### src/common/rx_ppe_pkg.sv
// Packet, header and metadata types shared by the rx_ppe datapath and its testbench
package rx_ppe_pkg;

   // ======================================================================
   // Field widths
   // ======================================================================
   typedef logic [3:0]  port_t;
   typedef logic [2:0]  tc_t;
   typedef logic [15:0] ethertype_t;
   typedef logic [11:0] vid_t;

   // Header layout
   localparam logic [15:0] TPID_VLAN  = 16'h8100;
   // Ethertype or TPID in the upper half of this word
   localparam int          ETYPE_WORD = 3;
   // Inner ethertype behind a VLAN tag
   localparam int          INNER_WORD = 4;
   localparam int          NUM_PORTS  = 16;

   // One ingress word, one per cycle
   typedef struct packed {
      logic        valid;
      logic        sop;
      logic        eop;
      port_t       port;
      logic [31:0] data;
   } igr_word_t;

   // Parser to classifier record
   typedef struct packed {
      logic       valid;
      port_t      port;
      ethertype_t ethertype;
      logic       vlan_present;
      tc_t        pcp;
      vid_t       vid;
      logic       runt;
   } parsed_hdr_t;

   // none must stay at zero, a cleared record reads as no drop
   typedef enum logic [1:0] {
      none          = 2'd0,
      port_disabled = 2'd1,
      runt          = 2'd2
   } drop_reason_e;

   // Outgoing metadata record
   typedef struct packed {
      logic         valid;
      port_t        port;
      tc_t          tc;
      logic         drop;
      drop_reason_e drop_reason;
      ethertype_t   ethertype;
      vid_t         vid;
   } rx_meta_t;

   // State names tell which header word is expected next
   typedef enum logic [2:0] {
      idle, skip_mac, etype, inner, payload
   } parse_state_e;

endpackage
### src/common/rx_ppe_csr_pkg.sv
// Register map, reset values and configuration record of the rx_ppe register block
package rx_ppe_csr_pkg;

   typedef logic [3:0] csr_addr_t;

   // ======================================================================
   // Register addresses
   // ======================================================================
   localparam csr_addr_t ADDR_PORT_EN     = 4'd0;
   localparam csr_addr_t ADDR_MATCH_ETYPE = 4'd1;
   // default_tc in 2..0, match_tc in 10..8
   localparam csr_addr_t ADDR_TC_CFG      = 4'd2;
   localparam csr_addr_t ADDR_PASS_CNT    = 4'd3;
   localparam csr_addr_t ADDR_DROP_CNT    = 4'd4;
   // Write only, any data clears both counters
   localparam csr_addr_t ADDR_STATS_CLR   = 4'd5;

   // ======================================================================
   // Reset values
   // ======================================================================
   // Every port enabled out of reset
   localparam logic [rx_ppe_pkg::NUM_PORTS-1:0] PORT_EN_RST = '1;
   // PTP ethertype
   localparam rx_ppe_pkg::ethertype_t MATCH_ETYPE_RST = 16'h88F7;
   localparam logic [31:0] TC_CFG_RST = 32'h0000_0000;

   // Live configuration toward the classifier
   typedef struct packed {
      logic [rx_ppe_pkg::NUM_PORTS-1:0] port_en;
      rx_ppe_pkg::ethertype_t           match_etype;
      rx_ppe_pkg::tc_t                  default_tc;
      rx_ppe_pkg::tc_t                  match_tc;
   } cfg_t;

endpackage

### src/source/rx_ppe.sv
// Receive header parser top, ingress words in and one metadata record per packet out
`timescale 1ns/1ps

module rx_ppe (
   input  logic                      cclk,
   input  logic                      rst,
   // Ingress words
   input  rx_ppe_pkg::igr_word_t     igr,
   // Register access
   input  logic                      csr_wr,
   input  logic                      csr_rd,
   input  rx_ppe_csr_pkg::csr_addr_t csr_addr,
   input  logic [31:0]               csr_wdata,
   output logic [31:0]               csr_rdata,
   output logic                      csr_rvalid,
   // Metadata toward the downstream stage
   output rx_ppe_pkg::rx_meta_t      meta
);

   // Parser to classifier
   rx_ppe_pkg::parsed_hdr_t hdr;
   // Register block to classifier
   rx_ppe_csr_pkg::cfg_t    cfg;
   // Classifier and register block to statistics
   logic                    pass_pulse;
   logic                    drop_pulse;
   logic                    stats_clr;
   // Counter readback
   logic [31:0]             pass_cnt;
   logic [31:0]             drop_cnt;

   // ======================================================================
   // Datapath, eop word to meta.valid in two cycles
   // ======================================================================
   rx_ppe_parser parser_i (
      .cclk (cclk),
      .rst  (rst),
      .igr  (igr),
      .hdr  (hdr)
   );

   rx_ppe_classifier classifier_i (
      .cclk       (cclk),
      .rst        (rst),
      .hdr        (hdr),
      .cfg        (cfg),
      .meta       (meta),
      .pass_pulse (pass_pulse),
      .drop_pulse (drop_pulse)
   );

   // ======================================================================
   // Configuration and status
   // ======================================================================
   rx_ppe_csr csr_i (
      .cclk       (cclk),
      .rst        (rst),
      .csr_wr     (csr_wr),
      .csr_rd     (csr_rd),
      .csr_addr   (csr_addr),
      .csr_wdata  (csr_wdata),
      .csr_rdata  (csr_rdata),
      .csr_rvalid (csr_rvalid),
      .cfg        (cfg),
      .stats_clr  (stats_clr),
      .pass_cnt   (pass_cnt),
      .drop_cnt   (drop_cnt)
   );

   rx_ppe_stats stats_i (
      .cclk       (cclk),
      .rst        (rst),
      .pass_pulse (pass_pulse),
      .drop_pulse (drop_pulse),
      .stats_clr  (stats_clr),
      .pass_cnt   (pass_cnt),
      .drop_cnt   (drop_cnt)
   );

endmodule

### src/source/rx_ppe_stats.sv
// Saturating pass and drop packet counters, cleared by a pulse from the register block
`timescale 1ns/1ps

module rx_ppe_stats (
   input  logic        cclk,
   input  logic        rst,
   input  logic        pass_pulse,
   input  logic        drop_pulse,
   input  logic        stats_clr,
   output logic [31:0] pass_cnt,
   output logic [31:0] drop_cnt
);

   // Index 0 counts passes, index 1 drops
   logic [1:0][31:0] cnt;
   logic [1:0]       inc;

   assign inc = {drop_pulse, pass_pulse};

   // ======================================================================
   // Counters, clear wins over an increment in the same cycle
   // ======================================================================
   always_ff @(posedge cclk) begin
      if (rst || stats_clr) begin
         cnt <= '0;
      end else begin
         for (int i = 0; i < 2; i++) begin
            // Stick at all ones
            if (inc[i] && cnt[i] != '1) begin
               cnt[i] <= cnt[i] + 32'd1;
            end
         end
      end
   end

   assign pass_cnt = cnt[0];
   assign drop_cnt = cnt[1];

endmodule

### src/csr/rx_ppe_csr.sv
// Configuration registers and status readback behind a plain read/write strobe interface
`timescale 1ns/1ps

module rx_ppe_csr (
   input  logic                      cclk,
   input  logic                      rst,
   input  logic                      csr_wr,
   input  logic                      csr_rd,
   input  rx_ppe_csr_pkg::csr_addr_t csr_addr,
   input  logic [31:0]               csr_wdata,
   output logic [31:0]               csr_rdata,
   output logic                      csr_rvalid,
   // Held continuously toward the classifier
   output rx_ppe_csr_pkg::cfg_t      cfg,
   // One cycle after the clear write
   output logic                      stats_clr,
   input  logic [31:0]               pass_cnt,
   input  logic [31:0]               drop_cnt
);

   logic [31:0] rdata_n;

   // ======================================================================
   // Writes
   // ======================================================================
   always_ff @(posedge cclk) begin
      if (rst) begin
         cfg.port_en     <= rx_ppe_csr_pkg::PORT_EN_RST;
         cfg.match_etype <= rx_ppe_csr_pkg::MATCH_ETYPE_RST;
         cfg.default_tc  <= rx_ppe_csr_pkg::TC_CFG_RST[2:0];
         cfg.match_tc    <= rx_ppe_csr_pkg::TC_CFG_RST[10:8];
      end else if (csr_wr) begin
         case (csr_addr)
            rx_ppe_csr_pkg::ADDR_PORT_EN: begin
               cfg.port_en <= csr_wdata[rx_ppe_pkg::NUM_PORTS-1:0];
            end
            rx_ppe_csr_pkg::ADDR_MATCH_ETYPE: begin
               cfg.match_etype <= csr_wdata[15:0];
            end
            rx_ppe_csr_pkg::ADDR_TC_CFG: begin
               cfg.default_tc <= csr_wdata[2:0];
               cfg.match_tc   <= csr_wdata[10:8];
            end
            default: begin
               // Counters and clear are not stored here
            end
         endcase
      end
   end

   // Clear strobe, counters see it on the following edge
   always_ff @(posedge cclk) begin
      if (rst) begin
         stats_clr <= 1'b0;
      end else begin
         stats_clr <= csr_wr && (csr_addr == rx_ppe_csr_pkg::ADDR_STATS_CLR);
      end
   end

   // ======================================================================
   // Reads
   // ======================================================================
   always_comb begin
      rdata_n = '0;
      case (csr_addr)
         rx_ppe_csr_pkg::ADDR_PORT_EN:     rdata_n = 32'(cfg.port_en);
         rx_ppe_csr_pkg::ADDR_MATCH_ETYPE: rdata_n = 32'(cfg.match_etype);
         rx_ppe_csr_pkg::ADDR_TC_CFG: begin
            rdata_n[2:0]  = cfg.default_tc;
            rdata_n[10:8] = cfg.match_tc;
         end
         rx_ppe_csr_pkg::ADDR_PASS_CNT:    rdata_n = pass_cnt;
         rx_ppe_csr_pkg::ADDR_DROP_CNT:    rdata_n = drop_cnt;
         // Clear address and holes read zero
         default:                          rdata_n = '0;
      endcase
   end

   // Data one cycle after the read strobe
   always_ff @(posedge cclk) begin
      if (csr_rd) begin
         csr_rdata <= rdata_n;
      end
      if (rst) begin
         csr_rvalid <= 1'b0;
      end else begin
         csr_rvalid <= csr_rd;
      end
   end

   // Host issues one access per cycle
   a_no_wr_rd : assert property (@(posedge cclk) disable iff (rst)
      !(csr_wr && csr_rd))
      else $error("csr_wr and csr_rd in the same cycle");

endmodule

### src/parser/rx_ppe_classifier.sv
// Traffic class and drop decision per parsed header, registered into the metadata record
`timescale 1ns/1ps

module rx_ppe_classifier (
   input  logic                    cclk,
   input  logic                    rst,
   input  rx_ppe_pkg::parsed_hdr_t hdr,
   input  rx_ppe_csr_pkg::cfg_t    cfg,
   output rx_ppe_pkg::rx_meta_t    meta,
   // One per record, toward the counters
   output logic                    pass_pulse,
   output logic                    drop_pulse
);

   rx_ppe_pkg::rx_meta_t meta_n;

   // ======================================================================
   // Decision, port enable first, then runt, then class selection
   // ======================================================================
   always_comb begin
      meta_n           = '0;
      meta_n.valid     = hdr.valid;
      meta_n.port      = hdr.port;
      // Ethertype and vid ride along on drops too, runts already zero
      meta_n.ethertype = hdr.ethertype;
      meta_n.vid       = hdr.vid;
      if (!cfg.port_en[hdr.port]) begin
         meta_n.drop        = 1'b1;
         meta_n.drop_reason = rx_ppe_pkg::port_disabled;
      end else if (hdr.runt) begin
         meta_n.drop        = 1'b1;
         meta_n.drop_reason = rx_ppe_pkg::runt;
      end else if (hdr.vlan_present) begin
         // Tagged frames keep their priority code point
         meta_n.tc = hdr.pcp;
      end else if (hdr.ethertype == cfg.match_etype) begin
         meta_n.tc = cfg.match_tc;
      end else begin
         meta_n.tc = cfg.default_tc;
      end
   end

   // ======================================================================
   // Record register
   // ======================================================================
   always_ff @(posedge cclk) begin
      meta <= meta_n;
      if (rst) begin
         meta.valid <= 1'b0;
      end
   end

   // Counter pulses line up with meta.valid
   assign pass_pulse = meta.valid && !meta.drop;
   assign drop_pulse = meta.valid && meta.drop;

   // A dropped record always names its reason
   a_drop_has_reason : assert property (@(posedge cclk) disable iff (rst)
      meta.valid && meta.drop |-> meta.drop_reason != rx_ppe_pkg::none)
      else $error("drop without a drop reason");

endmodule

### src/parser/rx_ppe_parser.sv
// Ethernet header walker, registers one parsed header the cycle after each eop word
`timescale 1ns/1ps

module rx_ppe_parser (
   input  logic                    cclk,
   input  logic                    rst,
   input  rx_ppe_pkg::igr_word_t   igr,
   output rx_ppe_pkg::parsed_hdr_t hdr
);

   rx_ppe_pkg::parse_state_e state;
   rx_ppe_pkg::parse_state_e state_n;
   // Index of the next word, saturates at the inner ethertype word
   logic [2:0]               cnt;
   logic [2:0]               cnt_n;
   // Header under construction, valid marks the final ethertype as seen
   rx_ppe_pkg::parsed_hdr_t  work;
   rx_ppe_pkg::parsed_hdr_t  work_n;
   logic [15:0]              upper;
   logic [15:0]              lower;
   // Header complete before the current word
   logic                     hdr_done;
   // Eop of a packet that was opened by a sop
   logic                     pkt_end;

   assign upper    = igr.data[31:16];
   assign lower    = igr.data[15:0];
   assign hdr_done = !igr.sop && work.valid;
   assign pkt_end  = igr.valid && igr.eop && (igr.sop || state != rx_ppe_pkg::idle);

   // ======================================================================
   // Next state and header fields
   // ======================================================================
   always_comb begin
      state_n = state;
      cnt_n   = cnt;
      work_n  = work;
      if (igr.valid) begin
         if (igr.sop) begin
            // Word 0 restarts the walk whatever came before
            state_n     = rx_ppe_pkg::skip_mac;
            cnt_n       = 3'd1;
            work_n      = '0;
            work_n.port = igr.port;
         end else begin
            if (cnt != 3'(rx_ppe_pkg::INNER_WORD)) begin
               cnt_n = cnt + 3'd1;
            end
            case (state)
               rx_ppe_pkg::skip_mac: begin
                  // MAC addresses, nothing kept
                  if (cnt_n == 3'(rx_ppe_pkg::ETYPE_WORD)) begin
                     state_n = rx_ppe_pkg::etype;
                  end
               end
               rx_ppe_pkg::etype: begin
                  if (upper == rx_ppe_pkg::TPID_VLAN) begin
                     // Tag in the lower half, real ethertype one word later
                     work_n.vlan_present = 1'b1;
                     work_n.pcp          = lower[15:13];
                     work_n.vid          = lower[11:0];
                     state_n             = rx_ppe_pkg::inner;
                  end else begin
                     work_n.ethertype = upper;
                     work_n.valid     = 1'b1;
                     state_n          = rx_ppe_pkg::payload;
                  end
               end
               rx_ppe_pkg::inner: begin
                  work_n.ethertype = upper;
                  work_n.valid     = 1'b1;
                  state_n          = rx_ppe_pkg::payload;
               end
               default: begin
                  // Payload words, or stray words with no sop
               end
            endcase
         end
         if (igr.eop) begin
            state_n = rx_ppe_pkg::idle;
         end
      end
   end

   always_ff @(posedge cclk) begin
      if (rst) begin
         state <= rx_ppe_pkg::idle;
         cnt   <= '0;
      end else begin
         state <= state_n;
         cnt   <= cnt_n;
      end
   end

   always_ff @(posedge cclk) begin
      work <= work_n;
   end

   // ======================================================================
   // Output record
   // ======================================================================
   // Runt means eop on or before the final ethertype word, fields then read zero
   always_ff @(posedge cclk) begin
      if (pkt_end) begin
         hdr      <= work_n;
         hdr.runt <= !hdr_done;
         if (!hdr_done) begin
            hdr.ethertype <= '0;
            hdr.vid       <= '0;
         end
      end
      if (rst) begin
         hdr.valid <= 1'b0;
      end else begin
         hdr.valid <= pkt_end;
      end
   end

   // Ingress never opens a packet over an unfinished one
   a_sop_in_pkt : assert property (@(posedge cclk) disable iff (rst)
      igr.valid && igr.sop |-> state == rx_ppe_pkg::idle)
      else $error("sop while a packet is still open");

   // Header record only one cycle after an eop word
   a_hdr_after_eop : assert property (@(posedge cclk) disable iff (rst)
      hdr.valid |-> $past(igr.valid && igr.eop))
      else $error("parsed header without a preceding eop");

endmodule

### config.mk
export PLATFORM = sky130hd
export DESIGN_NAME = rx_ppe
export DESIGN_NICKNAME = d
export VERILOG_FILES = /design/src/common/rx_ppe_pkg.sv /design/src/common/rx_ppe_csr_pkg.sv /design/src/source/rx_ppe.sv /design/src/source/rx_ppe_stats.sv /design/src/csr/rx_ppe_csr.sv /design/src/parser/rx_ppe_classifier.sv /design/src/parser/rx_ppe_parser.sv
export SDC_FILE = /design/constraint.sdc
export NUM_CORES = 1
export LEC_CHECK = 0
export BUFFER_PORTS_ARGS = -buffer_cell sky130_fd_sc_hd__buf_4
export CORE_MARGIN = 1
export CORE_UTILIZATION = 35
export DETAILED_ROUTE_END_ITERATION = 16
export PLACE_DENSITY = 0.54
export SETUP_SLACK_MARGIN = 0.5
export SLEW_MARGIN = 5
export SYNTH_ARGS = -nofsm -noshare
export SYNTH_HDL_FRONTEND = slang
export SYNTH_HIERARCHICAL = 1
export SYNTH_SLANG_ARGS = --single-unit
### constraint.sdc
create_clock -name cclk -period 2.63 [get_ports cclk]
set_input_delay 0.3945 -clock cclk [delete_from_list [all_inputs] [get_ports cclk]]
set_output_delay 0.3945 -clock cclk [all_outputs]
set_load 0.01 [all_outputs]
==> flow_metrics.env <==
export IMPL_outcome="finished clean"
export IMPL_io_buffers=133
export IMPL_end_kind="flip-flop"
export IMPL_drive_gt1_frac=0.258
export IMPL_path_cells="ha_4 -> nand4_1 -> or4_4 -> a211o_4 -> or4_1 -> a21oi_1"
export IMPL_max_slew_margin_rel=0.243
export IMPL_final_antenna_net_count=0
export IMPL_required_ns=3.11
export IMPL_rsz0062_at_grt="yes"
export IMPL_synth_edff_count=70
export IMPL_grt_pass1_wl_um=42800
export IMPL_p_leak_nw=5.07
export IMPL_crit_type="flip-flop to flip-flop"
export IMPL_finalPower_mw=9.01
export IMPL_synthMuxAreaShare=0.0930
export IMPL_synth_cell_types=68
export IMPL_antenna_found_initial=0
export IMPL_drt_first_pass_iters=5
export IMPL_fin_skew_ns=0.0128
export IMPL_hold_class="primary input to flip-flop"
export IMPL_wl_per_cell_um=17.8
export IMPL_syn2layout_area_growth_pct=25.6
export IMPL_critical_path_buf_inv_count=0
export IMPL_ios=151
export IMPL_ys_async_sr_fraction=0
export IMPL_die_h_um=177
export IMPL_synth_compound_area_frac=0.129
export IMPL_die_x_um=177
export IMPL_viasPerCell=5.25
export IMPL_synth_net_count=1084
export IMPL_yosys_area_share_simple=0.174
export IMPL_grt_overflow_total=0
export IMPL_ys_ff_latch=256
export IMPL_cts_tree="done"
export IMPL_netSwitchingFraction=0.215
export IMPL_gp_congestion=0.832
export IMPL_period_share=0.798
export IMPL_cp_max_fo=6
export IMPL_fin_hold_ws_ns=0.0774
export IMPL_coreArea_mm2=0.0300
export IMPL_grt_util_met2=0.264
export IMPL_synthXorXnorAreaFrac=0.0244
export IMPL_yosysSeqAreaShare=0.541
export IMPL_grt_met3_usage=0.0435
export IMPL_fin_nets=1227
export IMPL_grt_max_degree=69
export IMPL_clkPwrFrac=0.482
export IMPL_vias=8173
export IMPL_worst_pin_slew_ns=1.14
export IMPL_crit_arrival_ns=2.58
export IMPL_vdd_drop_max_mv=0.440
export IMPL_timing_final_ws_setup_ns=0.531
export IMPL_clk_pin_slew_ns=0.06
export IMPL_busiest_layer="met2"
export IMPL_maxCapViolCount=0
export IMPL_fmax_mhz=476
export IMPL_cp_top_family="simple AND/OR/NAND/NOR gates"
export IMPL_cts_sinks=256
export IMPL_std_cell_rows=63
export IMPL_synth_avg_cell_area_um2=10.8
export IMPL_pre_cts_ws_ns=0.299
export IMPL_synthAdderAreaFrac=0.00465
export IMPL_final_hold_viol_count=0
export IMPL_drv_slew=0
export IMPL_htree_levels=1
export IMPL_cpMaxStageDelayCell="or4_4"
export IMPL_fin_setup_tns_ns=0
export IMPL_fin_util=0.452
export IMPL_clock_root_buffer="clkbuf_16"
export IMPL_first_global_vias=7571
export IMPL_clk_latency_ns=0.55
export IMPL_totalWireLength_um=27700
export IMPL_power_density_mw_per_mm2=667
export IMPL_clk_path_buf_depth=3
export IMPL_finalSetupViolCount=0
export IMPL_p_int_mw=7.08
export IMPL_met1_usage=0.245
export IMPL_drc=0
export IMPL_dieArea_mm2=0.0315
export IMPL_dr_first_iter_drc_count=504
export IMPL_yosys_warnings=6
export IMPL_finalCriticalPeriod_ns=2.10
export IMPL_syn_inst=1001
export IMPL_slowest_delay_ns=0.53
export IMPL_ys_flop_type="dfxtp_1"
export IMPL_p_comb_frac=0.053
export IMPL_pwr_share_seq=0.465
export IMPL_p_switching_mw=1.93
export IMPL_grt_usage=0.173
export IMPL_mappedNetlistArea_mm2=0.0108
export IMPL_start_kind="flip-flop"
export IMPL_dpl_hpwl_um=19400
export IMPL_start_util=0.359
export IMPL_antenna_cells=0
export IMPL_cts_buffers_inserted=29
export IMPL_synth_top_family_by_area="simple AND/OR/NAND/NOR gates"
state kept, by name (all words and copies together) (netlist names):
name and cells:
classifier_i/meta 39, csr_i/cfg 38, csr_i/csr_rdata 32, csr_i/csr_rvalid 1, csr_i/stats_clr 1, parser_i/cnt 3
parser_i/hdr 38, parser_i/state 3, parser_i/work 37, stats_i/drop_cnt 32, stats_i/pass_cnt 32
routing by layer:
metal | share of wire | up-vias | routed length (µm)
met2 | 0.44 | 212 | 12200
met1 | 0.47 | 3909 | 13000
li1 | - | 4011 | -
met3 | 0.067 | 41 | 1860
met5 | 0 | - | 0
met4 | 0.020 | 0 | 562
cell usage in the layout (no fill, tap or decap), types with 10 or more instances in the layout:
cell type and count:
buf_4 166, dfxtp_1 162, nor2_1 125, mux2i_1 70
edfxtp_1 70, a21oi_1 49, a22o_1 47, nand2_1 44
clkbuf_16 29, nand2b_1 28, xnor2_1 26, nand3_1 22
nand4_1 21, o31ai_1 20, o21ai_0 20, inv_1 18
or3_1 18, or4_1 18, dfxtp_2 13, a221o_1 11
dfxtp_4 11, and3_1 10
layout make-up:
| type | instances | area, µm² |
|---|---|---|
| flip-flops and latches | 256 | 5880 |
| well taps | 390 | 488 |
| fillers | 2870 | 16400 |
| inverters | 18 | 67.6 |
| multi-input cells | 670 | 4750 |
| clock inverters | 20 | 293 |
| repair buffers | 169 | 1300 |
| clock buffers | 34 | 744 |
power groups by stage:
| stage | combinational, mW | clock, mW | sequential [mW] |
|---|---|---|---|
| 5_1_grt | 0.524 | 4.62 | 4.20 |
| 3_3_place_gp | 0.479 | 0 | 4.29 |
| 3_5_place_dp | 0.481 | 0 | 4.29 |
| 2_1_floorplan | 0.221 | 0 | 4.29 |
| 6_report | 0.481 | 4.34 | 4.19 |
| 4_1_cts | 0.482 | 4.46 | 4.19 |
per-stage QoR:
stage | cells | cell area, µm²
floorplan | 1001 | 10800
global placement | 1489 | 12200
detailed placement | 1489 | 12200
CTS | 1544 | 13300
global route | 1557 | 13500
finish | 1557 | 13500
path summary, 6_finish.rpt:
check | endpoint | startpoint | slack, ns | cells past startpoint
max | stats_i/pass_cnt[28] | stats_i/pass_cnt[1] | 0.53 | 6
min | csr_i/stats_clr | csr_addr[3] | 0.08 | 2
max reg2reg | stats_i/pass_cnt[28] | stats_i/pass_cnt[1] | 0.53 | 6
min reg2reg | classifier_i/meta[2] | parser_i/hdr[3] | 0.33 | 0
cells in the mapped netlist, types with 13 or more instances:
cell type | number | area (µm²)
dfxtp_1 | 186 | 3720
nor2_1 | 125 | 469
edfxtp_1 | 70 | 2100
mux2i_1 | 70 | 701
a21oi_1 | 51 | 255
a22o_1 | 47 | 412
nand2_1 | 44 | 165
clkbuf_1 | 34 | 128
nand2b_1 | 28 | 175
xnor2_1 | 26 | 228
nand3_1 | 23 | 115
o31ai_1 | 23 | 173
nand4_1 | 21 | 131
or4_1 | 21 | 158
o21ai_0 | 20 | 100
or3_1 | 20 | 125
inv_1 | 18 | 67.6
buf_2 | 13 | 65.1
timing repair:
action	in CTS	in global routing
resized for setup	30	44
setup buffers	1	11
pin swaps	1	13
setup endpoints to repair	27	40
hold buffers	0	0
cloned	0	2
kinds of logic after synthesis:
family | after synthesis
AND/OR/NAND/NOR | 354
flip-flops | 256
AO/OA/AOI/OAI | 193
multiplexers | 87
buffers and inverters | 77
XOR/XNOR | 30
adder cells (fa/ha/maj) | 4
Power figures use the tool's default switching activity.
